[src/verilog/core_defs.svh]
// core parameters; decoder and immediates assume XLEN of 32, register count must be a power of 2
`ifndef CORE_DEFS_SVH
`define CORE_DEFS_SVH

`default_nettype none

`define XLEN 32       // data and address width
`define NUM_REGS 32   // architectural integer registers
`define RESET_PC 32'h0000_0000

// ecall halts only when x17 holds 10
`define HALT_REG 5'd17
`define HALT_CODE 32'd10

`default_nettype wire

`endif

[src/verilog/rv_isa_pkg.sv]
// RV32I subset only: add sub and or slt addi lw sw beq bne jal ecall
`include "core_defs.svh"
`default_nettype none

package rv_isa_pkg;

  typedef logic [$clog2(`NUM_REGS)-1:0] reg_idx_t;

  typedef enum logic [6:0] {
    OP_LOAD   = 7'b0000011,
    OP_IMM    = 7'b0010011,
    OP_STORE  = 7'b0100011,
    OP_R      = 7'b0110011,
    OP_BRANCH = 7'b1100011,
    OP_JAL    = 7'b1101111,
    OP_SYSTEM = 7'b1110011
  } opcode_e;

  localparam logic [2:0] F3_ADD_SUB = 3'b000; // add, sub, addi
  localparam logic [2:0] F3_SLT     = 3'b010;
  localparam logic [2:0] F3_OR      = 3'b110;
  localparam logic [2:0] F3_AND     = 3'b111;
  localparam logic [2:0] F3_WORD    = 3'b010; // lw and sw
  localparam logic [2:0] F3_BEQ     = 3'b000;
  localparam logic [2:0] F3_BNE     = 3'b001;

  localparam logic [6:0] F7_BASE = 7'b0000000;
  localparam logic [6:0] F7_SUB  = 7'b0100000;

  // add must stay zero, a bubble decodes to add
  typedef enum logic [2:0] {
    ALU_ADD = 3'd0,
    ALU_SUB = 3'd1,
    ALU_AND = 3'd2,
    ALU_OR  = 3'd3,
    ALU_SLT = 3'd4
  } alu_op_e;

  typedef struct packed {
    logic    reg_write;
    logic    mem_read;
    logic    mem_write;
    logic    alu_src_imm; // operand b from imm
    logic    is_branch;
    logic    branch_ne;   // bne, else beq
    logic    is_jal;
    logic    is_ecall;
    alu_op_e alu_op;
  } ctrl_t;

endpackage

`default_nettype wire
[src/verilog/pipe_pkg.sv]
// stage payloads; an all-zero payload is a bubble, memories answer in the same cycle
`include "core_defs.svh"
`default_nettype none

package pipe_pkg;

  typedef struct packed {
    logic [`XLEN-1:0] instr;
    logic [`XLEN-1:0] pc;
  } if_id_t;

  typedef struct packed {
    rv_isa_pkg::ctrl_t    ctrl;
    logic [`XLEN-1:0]     pc;
    logic [`XLEN-1:0]     rs1_val; // register file value, before forwarding
    logic [`XLEN-1:0]     rs2_val;
    logic [`XLEN-1:0]     imm;
    rv_isa_pkg::reg_idx_t rs1;
    rv_isa_pkg::reg_idx_t rs2;
    rv_isa_pkg::reg_idx_t rd;
  } id_ex_t;

  typedef struct packed {
    logic                 reg_write;
    logic                 mem_read;
    logic                 mem_write;
    logic                 is_halt;    // ecall that saw x17 == 10
    rv_isa_pkg::reg_idx_t rd;
    logic [`XLEN-1:0]     result;     // alu out, link, or dmem address
    logic [`XLEN-1:0]     store_data;
  } ex_mem_t;

  typedef struct packed {
    logic                 reg_write;
    logic                 is_halt;
    rv_isa_pkg::reg_idx_t rd;
    logic [`XLEN-1:0]     value;
  } mem_wb_t;

  typedef struct packed {
    logic [`XLEN-1:0] addr;
  } imem_req_t;

  typedef struct packed {
    logic [`XLEN-1:0] instr;
  } imem_rsp_t;

  typedef struct packed {
    logic             rd;
    logic             wr;
    logic [`XLEN-1:0] addr;  // byte address, word aligned
    logic [`XLEN-1:0] wdata;
  } dmem_req_t;

  typedef struct packed {
    logic [`XLEN-1:0] rdata;
  } dmem_rsp_t;

  typedef enum logic [1:0] {
    FWD_REG = 2'd0, // value read in decode
    FWD_MEM = 2'd1, // ex/mem result
    FWD_WB  = 2'd2  // writeback value
  } fwd_sel_e;

endpackage

`default_nettype wire

[src/verilog/decoder.sv]
// decode for the supported subset; other encodings become a nop, XLEN must be 32
`include "core_defs.svh"
`default_nettype none

module decoder (
  input  wire logic [`XLEN-1:0] instr,
  output rv_isa_pkg::ctrl_t     ctrl,
  output rv_isa_pkg::reg_idx_t  rs1,
  output rv_isa_pkg::reg_idx_t  rs2,
  output rv_isa_pkg::reg_idx_t  rd,
  output logic [`XLEN-1:0]      imm
);
  import rv_isa_pkg::*;

  opcode_e    opcode;
  logic [2:0] funct3;
  logic [6:0] funct7;
  logic       use_rs1; // unused sources read x0 so they never stall
  logic       use_rs2;

  assign opcode = opcode_e'(instr[6:0]);
  assign funct3 = instr[14:12];
  assign funct7 = instr[31:25];
  assign rd     = instr[11:7];

  always_comb begin
    ctrl    = '0;
    imm     = '0;
    use_rs1 = 1'b0;
    use_rs2 = 1'b0;
    case (opcode)
      OP_R: begin
        ctrl.reg_write = 1'b1;
        use_rs1        = 1'b1;
        use_rs2        = 1'b1;
        case ({funct7, funct3})
          {F7_BASE, F3_ADD_SUB}: ctrl.alu_op = ALU_ADD;
          {F7_SUB, F3_ADD_SUB}:  ctrl.alu_op = ALU_SUB;
          {F7_BASE, F3_AND}:     ctrl.alu_op = ALU_AND;
          {F7_BASE, F3_OR}:      ctrl.alu_op = ALU_OR;
          {F7_BASE, F3_SLT}:     ctrl.alu_op = ALU_SLT;
          default: begin
            ctrl.reg_write = 1'b0; // unsupported r-type
            use_rs1        = 1'b0;
            use_rs2        = 1'b0;
          end
        endcase
      end
      OP_IMM: if (funct3 == F3_ADD_SUB) begin // addi only
        ctrl.reg_write   = 1'b1;
        ctrl.alu_src_imm = 1'b1;
        use_rs1          = 1'b1;
        imm              = {{20{instr[31]}}, instr[31:20]};
      end
      OP_LOAD: if (funct3 == F3_WORD) begin
        ctrl.reg_write   = 1'b1;
        ctrl.mem_read    = 1'b1;
        ctrl.alu_src_imm = 1'b1;
        use_rs1          = 1'b1;
        imm              = {{20{instr[31]}}, instr[31:20]};
      end
      OP_STORE: if (funct3 == F3_WORD) begin
        ctrl.mem_write   = 1'b1;
        ctrl.alu_src_imm = 1'b1;
        use_rs1          = 1'b1;
        use_rs2          = 1'b1; // store data
        imm              = {{20{instr[31]}}, instr[31:25], instr[11:7]};
      end
      OP_BRANCH: if (funct3 == F3_BEQ || funct3 == F3_BNE) begin
        ctrl.is_branch = 1'b1;
        ctrl.branch_ne = (funct3 == F3_BNE);
        use_rs1        = 1'b1;
        use_rs2        = 1'b1;
        imm = {{19{instr[31]}}, instr[31], instr[7], instr[30:25], instr[11:8], 1'b0};
      end
      OP_JAL: begin
        ctrl.reg_write = 1'b1; // link
        ctrl.is_jal    = 1'b1;
        imm = {{11{instr[31]}}, instr[31], instr[19:12], instr[20], instr[30:21], 1'b0};
      end
      OP_SYSTEM: if (instr[31:7] == '0) begin // ecall, not ebreak
        ctrl.is_ecall = 1'b1;
        use_rs1       = 1'b1;
      end
      default: ;
    endcase
  end

  // ecall reads x17 through the normal rs1 path, so forwarding covers it
  assign rs1 = ctrl.is_ecall ? `HALT_REG : (use_rs1 ? instr[19:15] : '0);
  assign rs2 = use_rs2 ? instr[24:20] : '0;

endmodule

`default_nettype wire

[src/verilog/execute_unit.sv]
// execute stage, combinational; branches and jal resolve here under predict-not-taken
`include "core_defs.svh"
`default_nettype none

module execute_unit (
  input  wire pipe_pkg::id_ex_t   id_ex,
  input  wire pipe_pkg::fwd_sel_e fwd_a,
  input  wire pipe_pkg::fwd_sel_e fwd_b,
  input  wire logic [`XLEN-1:0]   mem_result,
  input  wire logic [`XLEN-1:0]   wb_value,
  output pipe_pkg::ex_mem_t       ex_mem,
  output logic                    redirect,
  output logic [`XLEN-1:0]        target
);
  import rv_isa_pkg::*;
  import pipe_pkg::*;

  logic [`XLEN-1:0] op_a;
  logic [`XLEN-1:0] op_b;    // forwarded rs2, also store data
  logic [`XLEN-1:0] alu_b;
  logic [`XLEN-1:0] alu_out;
  logic [`XLEN-1:0] link;
  logic             taken;

  function automatic logic [`XLEN-1:0] fwd_mux(fwd_sel_e sel, logic [`XLEN-1:0] reg_val,
                                               logic [`XLEN-1:0] mem_val,
                                               logic [`XLEN-1:0] wb_val);
    case (sel)
      FWD_MEM: return mem_val;
      FWD_WB:  return wb_val;
      default: return reg_val;
    endcase
  endfunction

  assign op_a  = fwd_mux(fwd_a, id_ex.rs1_val, mem_result, wb_value);
  assign op_b  = fwd_mux(fwd_b, id_ex.rs2_val, mem_result, wb_value);
  assign alu_b = id_ex.ctrl.alu_src_imm ? id_ex.imm : op_b;

  always_comb begin
    case (id_ex.ctrl.alu_op)
      ALU_SUB: alu_out = op_a - alu_b;
      ALU_AND: alu_out = op_a & alu_b;
      ALU_OR:  alu_out = op_a | alu_b;
      ALU_SLT: alu_out = {{(`XLEN-1){1'b0}}, $signed(op_a) < $signed(alu_b)};
      default: alu_out = op_a + alu_b; // add, addresses, bubbles
    endcase
  end

  assign link   = id_ex.pc + 32'd4;
  assign target = id_ex.pc + id_ex.imm; // branch and jal share the adder

  // beq taken on equal, bne on not equal
  assign taken    = id_ex.ctrl.is_branch && ((op_a == op_b) ^ id_ex.ctrl.branch_ne);
  assign redirect = taken || id_ex.ctrl.is_jal;

  always_comb begin
    ex_mem            = '0;
    ex_mem.reg_write  = id_ex.ctrl.reg_write;
    ex_mem.mem_read   = id_ex.ctrl.mem_read;
    ex_mem.mem_write  = id_ex.ctrl.mem_write;
    ex_mem.is_halt    = id_ex.ctrl.is_ecall && (op_a == `HALT_CODE); // op_a is x17
    ex_mem.rd         = id_ex.rd;
    ex_mem.result     = id_ex.ctrl.is_jal ? link : alu_out;
    ex_mem.store_data = op_b;
  end

endmodule

`default_nettype wire

[src/verilog/hazard_unit.sv]
// pipeline control; halt is sticky until reset and freezes every stage
`default_nettype none

module hazard_unit (
  input  wire logic                 clk,
  input  wire logic                 reset,
  input  wire rv_isa_pkg::reg_idx_t id_rs1,
  input  wire rv_isa_pkg::reg_idx_t id_rs2,
  input  wire pipe_pkg::id_ex_t     id_ex_bits,
  input  wire pipe_pkg::ex_mem_t    ex_mem_bits,
  input  wire pipe_pkg::mem_wb_t    mem_wb_bits,
  input  wire logic                 redirect,
  output logic                      pc_en,
  output logic                      if_id_en,
  output logic                      pipe_en,
  output logic                      if_id_flush,
  output logic                      id_ex_flush,
  output pipe_pkg::fwd_sel_e        fwd_a,
  output pipe_pkg::fwd_sel_e        fwd_b,
  output logic                      halted
);
  import rv_isa_pkg::*;
  import pipe_pkg::*;

  logic load_use;
  logic freeze;   // halting ecall in writeback, or already halted

  // newest producer first, x0 never forwarded
  function automatic fwd_sel_e pick(reg_idx_t src, ex_mem_t em, mem_wb_t mw);
    if (src == '0) return FWD_REG;
    if (em.reg_write && em.rd == src) return FWD_MEM;
    if (mw.reg_write && mw.rd == src) return FWD_WB;
    return FWD_REG;
  endfunction

  assign fwd_a = pick(id_ex_bits.rs1, ex_mem_bits, mem_wb_bits);
  assign fwd_b = pick(id_ex_bits.rs2, ex_mem_bits, mem_wb_bits);

  assign load_use = id_ex_bits.ctrl.mem_read && (id_ex_bits.rd != '0) &&
                    (id_ex_bits.rd == id_rs1 || id_ex_bits.rd == id_rs2);

  assign freeze = halted || mem_wb_bits.is_halt;

  // load in ex never redirects, so stall and redirect are exclusive
  assign pc_en       = !freeze && !load_use;
  assign if_id_en    = pc_en;
  assign pipe_en     = !freeze;
  assign if_id_flush = redirect && !freeze;
  assign id_ex_flush = (redirect || load_use) && !freeze; // bubble into ex

  always_ff @(posedge clk) begin
    if (reset) begin
      halted <= 1'b0;
    end else if (mem_wb_bits.is_halt) begin
      halted <= 1'b1; // sticky
    end
  end

endmodule

`default_nettype wire

[src/verilog/pipe_reg.sv]
// stage register; flush wins over en, and flush or reset loads an all-zero bubble
`default_nettype none

module pipe_reg #(
  parameter type payload_t = logic
) (
  input  wire logic     clk,
  input  wire logic     reset,
  input  wire logic     en,
  input  wire logic     flush,
  input  wire payload_t d,
  output payload_t      q
);

  always_ff @(posedge clk) begin
    if (reset || flush) begin
      q <= '0; // bubble
    end else if (en) begin
      q <= d;
    end
    // en low holds
  end

endmodule

`default_nettype wire

[src/verilog/reg_file.sv]
// two read ports, one write port; a same-cycle write is visible on the read ports
`include "core_defs.svh"
`default_nettype none

module reg_file (
  input  wire logic                 clk,
  input  wire logic                 reset,
  input  wire rv_isa_pkg::reg_idx_t rs1,
  input  wire rv_isa_pkg::reg_idx_t rs2,
  input  wire rv_isa_pkg::reg_idx_t rd,
  input  wire logic                 we,
  input  wire logic [`XLEN-1:0]     wdata,
  output logic [`XLEN-1:0]          rdata1,
  output logic [`XLEN-1:0]          rdata2
);

  logic [`XLEN-1:0] regs [`NUM_REGS];
  logic             wr_live; // write that actually lands

  assign wr_live = we && (rd != '0);

  always_ff @(posedge clk) begin
    if (reset) begin
      for (int i = 0; i < `NUM_REGS; i++) begin
        regs[i] <= '0;
      end
    end else if (wr_live) begin
      regs[rd] <= wdata; // x0 never written
    end
  end

  // writeback to decode bypass
  assign rdata1 = (wr_live && rd == rs1) ? wdata : regs[rs1];
  assign rdata2 = (wr_live && rd == rs2) ? wdata : regs[rs2];

endmodule

`default_nettype wire

[src/verilog/rv_core.sv]
// five-stage RV32I subset core; imem and dmem must answer in the same cycle, no handshake
`include "core_defs.svh"
`default_nettype none

module rv_core (
  input  wire logic                clk,
  input  wire logic                reset,
  input  wire pipe_pkg::imem_rsp_t imem_rsp,
  output pipe_pkg::imem_req_t      imem_req,
  input  wire pipe_pkg::dmem_rsp_t dmem_rsp,
  output pipe_pkg::dmem_req_t      dmem_req,
  output logic                     halted
);
  import rv_isa_pkg::*;
  import pipe_pkg::*;

  logic [`XLEN-1:0] pc;
  logic [`XLEN-1:0] pc_next;
  logic [`XLEN-1:0] target;
  logic             redirect;
  logic             pc_en, if_id_en, pipe_en;
  logic             if_id_flush, id_ex_flush;
  fwd_sel_e         fwd_a, fwd_b;

  if_id_t  if_id_d, if_id_q;
  id_ex_t  id_ex_d, id_ex_q;
  ex_mem_t ex_mem_d, ex_mem_q;
  mem_wb_t mem_wb_d, mem_wb_q;

  ctrl_t            id_ctrl;
  reg_idx_t         id_rs1, id_rs2, id_rd;
  logic [`XLEN-1:0] id_imm;
  logic [`XLEN-1:0] rdata1, rdata2;

  // fetch
  assign pc_next = redirect ? target : pc + 32'd4;

  always_ff @(posedge clk) begin
    if (reset) begin
      pc <= `RESET_PC;
    end else if (pc_en) begin
      pc <= pc_next; // held on load-use stall and after halt
    end
  end

  assign imem_req.addr = pc;
  assign if_id_d       = '{instr: imem_rsp.instr, pc: pc};

  pipe_reg #(.payload_t(if_id_t)) i_if_id (
    .clk(clk), .reset(reset), .en(if_id_en), .flush(if_id_flush), .d(if_id_d), .q(if_id_q)
  );

  // decode
  decoder i_decoder (
    .instr(if_id_q.instr), .ctrl(id_ctrl), .rs1(id_rs1), .rs2(id_rs2), .rd(id_rd), .imm(id_imm)
  );

  reg_file i_reg_file (
    .clk(clk), .reset(reset), .rs1(id_rs1), .rs2(id_rs2), .rd(mem_wb_q.rd),
    .we(mem_wb_q.reg_write), .wdata(mem_wb_q.value), .rdata1(rdata1), .rdata2(rdata2)
  );

  always_comb begin
    id_ex_d         = '0;
    id_ex_d.ctrl    = id_ctrl;
    id_ex_d.pc      = if_id_q.pc;
    id_ex_d.rs1_val = rdata1;
    id_ex_d.rs2_val = rdata2;
    id_ex_d.imm     = id_imm;
    id_ex_d.rs1     = id_rs1;
    id_ex_d.rs2     = id_rs2;
    id_ex_d.rd      = id_rd;
  end

  pipe_reg #(.payload_t(id_ex_t)) i_id_ex (
    .clk(clk), .reset(reset), .en(pipe_en), .flush(id_ex_flush), .d(id_ex_d), .q(id_ex_q)
  );

  // execute
  execute_unit i_execute_unit (
    .id_ex(id_ex_q), .fwd_a(fwd_a), .fwd_b(fwd_b), .mem_result(ex_mem_q.result),
    .wb_value(mem_wb_q.value), .ex_mem(ex_mem_d), .redirect(redirect), .target(target)
  );

  pipe_reg #(.payload_t(ex_mem_t)) i_ex_mem (
    .clk(clk), .reset(reset), .en(pipe_en), .flush(1'b0), .d(ex_mem_d), .q(ex_mem_q)
  );

  // memory, nothing reaches dmem once frozen
  assign dmem_req.rd    = ex_mem_q.mem_read && pipe_en;
  assign dmem_req.wr    = ex_mem_q.mem_write && pipe_en;
  assign dmem_req.addr  = ex_mem_q.result;
  assign dmem_req.wdata = ex_mem_q.store_data;

  always_comb begin
    mem_wb_d           = '0;
    mem_wb_d.reg_write = ex_mem_q.reg_write;
    mem_wb_d.is_halt   = ex_mem_q.is_halt;
    mem_wb_d.rd        = ex_mem_q.rd;
    mem_wb_d.value     = ex_mem_q.mem_read ? dmem_rsp.rdata : ex_mem_q.result; // load or alu
  end

  pipe_reg #(.payload_t(mem_wb_t)) i_mem_wb (
    .clk(clk), .reset(reset), .en(pipe_en), .flush(1'b0), .d(mem_wb_d), .q(mem_wb_q)
  );

  hazard_unit i_hazard_unit (
    .clk(clk), .reset(reset), .id_rs1(id_rs1), .id_rs2(id_rs2),
    .id_ex_bits(id_ex_q), .ex_mem_bits(ex_mem_q), .mem_wb_bits(mem_wb_q),
    .redirect(redirect), .pc_en(pc_en), .if_id_en(if_id_en), .pipe_en(pipe_en),
    .if_id_flush(if_id_flush), .id_ex_flush(id_ex_flush),
    .fwd_a(fwd_a), .fwd_b(fwd_b), .halted(halted)
  );

endmodule

`default_nettype wire

[config.mk]
export PLATFORM = sky130hd
export DESIGN_NAME = rv_core
export DESIGN_NICKNAME = d
export VERILOG_FILES = /design/src/verilog/rv_isa_pkg.sv /design/src/verilog/pipe_pkg.sv /design/src/verilog/decoder.sv /design/src/verilog/execute_unit.sv /design/src/verilog/hazard_unit.sv /design/src/verilog/pipe_reg.sv /design/src/verilog/reg_file.sv /design/src/verilog/rv_core.sv
export VERILOG_INCLUDE_DIRS = /design/src /design/src/verilog
export SDC_FILE = /design/constraint.sdc
export NUM_CORES = 2
export LEC_CHECK = 0
export BUFFER_PORTS_ARGS = -buffer_cell sky130_fd_sc_hd__buf_2
export CORE_UTILIZATION = 40
export DETAILED_ROUTE_END_ITERATION = 16
export GPL_TIMING_DRIVEN = 0
export RECOVER_POWER = 50
export SYNTH_ARGS = -nofsm -noshare
export SYNTH_HDL_FRONTEND = slang
export SYNTH_SLANG_ARGS = --single-unit
[constraint.sdc]
create_clock -name clk -period 5.4 [get_ports clk]
set_input_delay 1.08 -clock clk [delete_from_list [all_inputs] [get_ports clk]]
set_output_delay 1.08 -clock clk [all_outputs]
set_load 0.02 [all_outputs]
; After elaboration in Yosys (flattened, before gate mapping)
; Memories as Yosys holds them, arrays and structs flattened. A register that Yosys moved wholly into a read port is not among the register bits.
; Index checks and enable logic that the tools add are counted.
[word_totals]
ramBits = 1024
regBits = 299
mem_count = 1
input_bits = 66
[mem_list]
columns = memory, words, word_bits, read_ports, rd_clocked_by_memory_dff, write_ports, line
row1 = i_reg_file.regs, 32, 32, 2, 2, 32, reg_file.sv:17  ; logic [`XLEN-1:0] regs [`NUM_REGS];
[classes]
bitwise_logic = 3
n_eq_ne = 29
mux = 65
reduce_logical = 35
n_lt_le_gt_ge = 1
n_addsub = 5
[op_table]
columns = op, n
row1 = $mux 32, 9
row2 = $pmux 32 s5, 1
row3 = $pmux 32 s2, 2
row4 = $pmux 32 s4, 1
row5 = $add 32x3->32 const B, 2
row6 = $add 32x32->32, 2
row7 = $and 32x32->32, 1
row8 = $eq 32x32->1, 1
row9 = $eq 32x4->1 const B, 1
row10 = $lt 32x32->1, 1
row11 = $or 32x32->32, 1
row12 = $reduce_or 32->1, 1
row13 = $sub 32x32->32, 1
row14 = $eq 5x5->1, 6
row15 = $mux 2, 15
row16 = $mux 1, 27
row17 = $logic_not 25->1, 1
row18 = $eq 7x7->1 const B, 3
row19 = $eq 10x3->1 const B, 2
row20 = $mux 5, 4
row21 = $eq 7x6->1 const B, 2
row22 = $logic_and 1x1->1, 14
row23 = $pmux 3 s4, 1
row24 = $eq 10x2->1 const B, 1
row25 = 21 further kinds, 38

; Logic depth before layout (Yosys ltp)
[depth]
depth_word = 18
depth_mapped = 25

; Cells and area by module
; From an unflattened synthesis, not the netlist that was laid out.
[hier_totals]
cells_unflattened = 6552
area_unflattened_um2 = 79424.9
[modules_own_cells]
columns = mod, area_per_inst_um2, seq_area_each_um2, n_inst, cells_each
row1 = reg_file, 54335.9, 30749.5, 1, 3494
row2 = execute_unit, 9505.4, 0.0, 1, 1517
row3 = pipe_reg (i_id_ex), 5457.7, 3083.0, 1, 497
row4 = pipe_reg (i_ex_mem), 2678.8, 1461.4, 1, 236
row5 = rv_core, 2454.9, 640.6, 1, 308
row6 = pipe_reg (i_if_id), 2348.5, 1281.2, 1, 207
row7 = pipe_reg (i_mem_wb), 1420.1, 780.7, 1, 127
row8 = decoder, 752.0, 0.0, 1, 104
row9 = hazard_unit, 471.7, 20.0, 1, 62

; Worst setup path after synthesis
; No wires, ideal clock.
[synth_path]
path_kind = flip-flop to flip-flop
startpoint = register i_mem_wb.q[35] in the netlist's numbering
endpoint = register i_ex_mem.q[58] in the netlist's numbering
period_less_slack_ns = 5.750
t_required_ns = 5.283
arrival_ns = 5.633
setup_time_ns = 0.117
stages_incl_launch_ff = 25
n_path_buf = 4
slack_ns = -0.350
cell_sequence = dfxtp_1 -> clkbuf_1 -> clkbuf_1 -> xnor2_1 -> nand4_1 -> or4_1 -> ha_1 -> buf_6 -> buf_2 -> nor2b_1 -> or2_2 -> o21ai_0 -> ha_1 -> inv_1 -> fa_1 -> nor2b_1 -> o21ai_0 -> nand3_1 -> a211oi_1 -> o21ai_1 -> a311oi_1 -> o31ai_1 -> a221o_1 -> o21a_1 -> a22o_1
[synth_via]
elab_chain_len = 14
elab_cells_between_ends = 31
cone_classes = add/sub (2) / eq/ne (6) / mux (19) / bitwise (2) / reduce/logical (2)
[synth_lines]
columns = element, line
row1 = from (decl), pipe_reg.sv:12  ; output payload_t q
row2 = from (signal assigned), pipe_reg.sv:17  ; q <= '0;
row3 = from (signal assigned), pipe_reg.sv:19  ; q <= d;
row4 = $eq 5x5->1, hazard_unit.sv:32  ; if (mw.reg_write && mw.rd == src) return FWD_WB;
row5 = $logic_and 1x1->1, hazard_unit.sv:32
row6 = $mux 1 (2 in series), hazard_unit.sv:32
row7 = $mux 1, hazard_unit.sv:31  ; if (em.reg_write && em.rd == src) return FWD_MEM;
row8 = $mux 2, hazard_unit.sv:33  ; return FWD_REG;
row9 = $mux 2, hazard_unit.sv:32
row10 = $mux 2, hazard_unit.sv:31
row11 = $eq 2x2->1 / $eq 2x1->1 (equally long branches), execute_unit.sv:28  ; case (sel)
row12 = $pmux 32 s2, execute_unit.sv:28
row13 = $mux 32, execute_unit.sv:37  ; assign alu_b = id_ex.ctrl.alu_src_imm ? id_ex.imm : op_b;
row14 = $add 32x32->32 (tied with other cells), execute_unit.sv:45  ; default: alu_out = op_a + alu_b;
row15 = $pmux 32 s4 *, execute_unit.sv:40  ; case (id_ex.ctrl.alu_op)
row16 = $mux 32 *, execute_unit.sv:63  ; ex_mem.result = id_ex.ctrl.is_jal ? link : alu_out;
row17 = to (signal assigned), pipe_reg.sv:17
row18 = to (signal assigned), pipe_reg.sv:19
row19 = to (decl), pipe_reg.sv:12
; Mark *: on every way between the ends. The rest lies on a longest branch, timed or not. The select of a mux whose other input is x is not followed.
; A chain may end at the register's enable or synchronous reset.

; Worst setup path in the final report
[layout_path]
startpoint = register i_if_id.q[52] in the netlist's numbering
endpoint = register, netlist name i_id_ex.q[57]
[layout_via]
elab_chain_len = 11
elab_cells_between_ends = 14
cone_classes = eq/ne (2) / mux (6) / reduce/logical (6)
[layout_lines]
columns = element, line
row1 = from (decl), pipe_reg.sv:12
row2 = from (signal assigned), pipe_reg.sv:17
row3 = from (signal assigned), pipe_reg.sv:19
row4 = $logic_not 25->1, decoder.sv:81  ; OP_SYSTEM: if (instr[31:7] == '0) begin
row5 = $mux 1, decoder.sv:81
row6 = $pmux 1 s5, decoder.sv:31  ; case (opcode)
row7 = $mux 5 (2 in series), decoder.sv:90  ; assign rs1 = ctrl.is_ecall ? `HALT_REG : (use_rs1 ? instr[19:15] : '0);
row8 = $eq 5x5->1, hazard_unit.sv:40  ; (id_ex_bits.rd == id_rs1 || id_ex_bits.rd == id_rs2);
row9 = $logic_or 1x1->1, hazard_unit.sv:40
row10 = $logic_and 1x1->1, hazard_unit.sv:39  ; assign load_use = id_ex_bits.ctrl.mem_read && (id_ex_bits.rd != '0) &&
row11 = $logic_or 1x1->1, hazard_unit.sv:49  ; assign id_ex_flush = (redirect || load_use) && !freeze;
row12 = $logic_and 1x1->1, hazard_unit.sv:49
row13 = $logic_or 1x1->1, pipe_reg.sv:16  ; if (reset || flush) begin
; Parallel ways exist; a longest one is shown, timed or not.

==> results.tsv <==
metric	value	unit
FF/Latch Area	37800	sq um
R2R setup slack	-0.37	ns
Power Dens Cells	286	nW/um^2
Yosys top cell by area	edfxtp_1	
Die Ht	448	um
fin cells	11400	
Clock Tree Buf Depth	3	
Pre-Repair DR Iteration Count	7	
I/O pin count	165	
vias in the first global route	70700	
Synth cell types	95	
share of cells above drive strength 1	0.156	
Slowest-stage cell, CP	clkbuf_1	
WP data arrival	6.58	ns
Critical Path Fanout Max	10	
Worst Max-Slew Pin Slew	1.86	ns
Final ANT Viol Nets	0	
worst hold path class	primary input to register	
Overall Global Routing Usage	0.471	
Finished Core Util	0.472	
synthesis warning total	0	
Starting Density	0.403	
Post-Syn Instances	8107	
Syn Area/Cell	9.82	sq um
Seq/Total Area, Yosys	0.475	
H-tree depth	4	
most used cell, CP	clkbuf_2	
fin crit share	1.07	
Worst setup SP type	register	
Main synth FF type	edfxtp_1	
final setup vio count	129	
Worst R2R Start	i_if_id.q[52]	
Slowest Stage Delay on Critical Path	0.90	ns
hold_ws	0.453	ns
Post-synth EDFFs	1024	
die area	201000	sq um
Worst EP required	6.21	ns
Endpoint, Worst Hold	i_if_id.q[35]	
hold_buf cts	0	
area grow syn2layout	17.0	%
initial antenna violation count	66	
outcome	complete, but fails checks	
routed vias	76800	
Skew-Pair Late Insertion Delay	0.90	ns
DRC viols	0	
area of the multi-input gates	40300	sq um
maximum clock frequency	173	MHz
Hold Fails Final Rpt	0	
die width	448	um
HP Start	imem_rsp[3]	
row cnt	163	
failing checks	capacitance limit, slew limit, setup timing	
Vias/cell	6.75	
Post-Syn Area	79600	sq um
worst reg2reg endpoint	i_id_ex.q[57]	
Yosys top cell area share	0.386	
Sink Count	1376	
critical-path cell list	clkbuf_2 > inv_1 > clkbuf_2 > clkbuf_2 > clkbuf_2 > clkbuf_1 > a211oi_1 > a311oi_1 > a211oi_1 > a21oi_1 > nand3_1 > a31oi_1	
wire per inst	42.7	um
core box area	198000	sq um
Worst Reg-to-Reg Cells	12	
number of port buffers	164	
Crit. End Element	register	
Starting DRT DRC Count	12100	
Cells on Worst Hold Path	3	
drt total wl	485	mm
Worst-path clk slew	0.06	ns
CTS Root Buffer Type	clkbuf_16	
Lkg Pwr	34.2	nW
nets	8759	
grt ovf	0	
Fillers	18800	
dpl cells	11000	
HPWL after detailed placement	357	mm
main area contributors after synthesis	edfxtp_1, dfxtp_1, and2_1, nand2_1, mux4_2	
maxcap violations	8	
first-pass GRT wire length	633	mm
Final WS setup	-0.369	ns
FFs w/ async S/R, synth	0	
Worst slew margin	-0.237	
CP Class	register to register	
#FFs+latches synth	1376	
Placed Area	84300	sq um
design area	93200	sq um
largest net degree at the start of global routing	33	
total CTS buffers	162	
Worst IR Drop VDD	0.000319	V
CTS tree	yes	
skew final	0.0974	ns
Placer Congestion	1.12	
minimum clock period	5.77	ns
max-slew violation count	90	
RSZ-0062 raised after global routing	true	
[layout make-up]
type | count | area share
clock inverters | 91 | 0.0109
diodes | 48 | 0.00129
well taps | 2640 | 0.0354
flip-flops and latches | 1376 | 0.406
repair buffers | 277 | 0.0193
clock buffers | 208 | 0.0461
inverters | 130 | 0.00528
multi-input cells | 5812 | 0.432
plain buffers | 798 | 0.0435
[Yosys cell counts, types with 34 or more instances]
cell      instances
or3_1            34
a22o_1           35
a221oi_1         84
and2_1         1055
a211oi_1        199
inv_1           129
o22ai_1         167
nor2_1          545
buf_2            90
edfxtp_1       1024
buf_1            47
buf_4            83
a21o_1           50
mux4_2          128
mux2i_1         244
xnor2_1          54
nor4_1           56
o211ai_1        109
ha_1            133
o21ai_0         290
or2_2            69
a311oi_1         39
nand2_1         870
nor3_1           55
clkbuf_1        577
o221ai_1        145
xor2_1           47
nand3_1         266
a31oi_1         100
nor2b_1          81
a21oi_1         403
dfxtp_1         352
[state kept, by name, summed over array words and instances, names as in the netlist]
signal                flops
i_mem_wb.q               39
i_ex_mem.q               73
i_reg_file.regs        1024
imem_req                 32
i_id_ex.q               143
i_hazard_unit.halted      1
i_if_id.q                64
[repair_timing]
action | CTS | global route
gates resized for setup | 592 | 148
pin swaps | 88 | 44
cloned | 3 | 0
setup buffers | 60 | 26
endpoints found under the setup margin | 270 | 235
[how the worst max path moves through the flow]
stage                               from             end  slack (ns)
after floorplan           i_mem_wb.q[35]  i_ex_mem.q[63]       0.005
after global placement     i_if_id.q[44]  i_id_ex.q[109]       -2.60
after detailed placement  i_mem_wb.q[36]  i_ex_mem.q[61]       -2.54
after CTS                 i_ex_mem.q[67]  i_ex_mem.q[42]       -0.20
after global routing        i_id_ex.q[9]  i_ex_mem.q[55]       -0.35
final                      i_if_id.q[52]   i_id_ex.q[57]       -0.37
[worst max-delay path: cells and delay by family (launching register included)]
kind | cells | cell delay [ns]
buffers and inverters | 6 | 3.54
AOI/OAI and AO/OA | 5 | 1.60
DFF | 1 | 0.31
and+or+nand+nor | 1 | 0.19
[layout by cell type (no fill, tap or decap), drive strengths merged, types with 54 or more instances in the layout]
cell,Yosys,routed
and2,1055,1055
edfxtp,1024,1024
nand2,870,870
clkbuf,589,865
nor2,548,548
a21oi,424,424
buf,231,410
dfxtp,352,352
o21ai,305,305
nand3,266,266
mux2i,244,244
a211oi,201,201
o22ai,167,167
o221ai,145,145
inv,129,137
ha,133,133
mux4,128,128
o211ai,110,110
a31oi,100,100
a221oi,89,89
nor2b,81,81
or2,69,69
clkinv,1,66
nor4,58,58
nor3,57,57
xnor2,54,54
[per-layer routing]
layer | vias up | share of wire | track usage
met4 | 38 | 0.11 | 0.450
met3 | 1969 | 0.13 | 0.176
li1 | 30600 | - | -
met2 | 6621 | 0.41 | 0.681
met1 | 37600 | 0.34 | 0.531
met5 | - | 0.00085 | 0.00168
[where the power goes]
part           switching, mW  total [mW]  leakage [nW]  internal, mW
logic                   2.22        3.17          18.2         0.943
clock network           5.06        11.4          2.57          6.32
registers              0.372        12.1          13.4          11.7
[metrics by stage]
step	total power [mW]	setup TNS (ns)	worst slack [ns]
global placement	14.9	-558.60	-2.60
global route	27.0	-9.66	-0.349
detailed placement	15.0	-492.15	-2.54
finish	26.6	-10.70	-0.369
CTS	26.3	-0.834	-0.200
floorplan	13.5	0	0.00518
[logic make-up after synthesis]
family,after synthesis,synth area share
other cells,1,0.0000471
mux,404,0.0714
xor+xnor,101,0.0111
fa+ha+maj,136,0.0216
compound gates,1929,0.165
simple gates,3210,0.205
flops,1376,0.475
buf+inv,950,0.0513
Note: power is estimated with default switching activity, not from simulation.
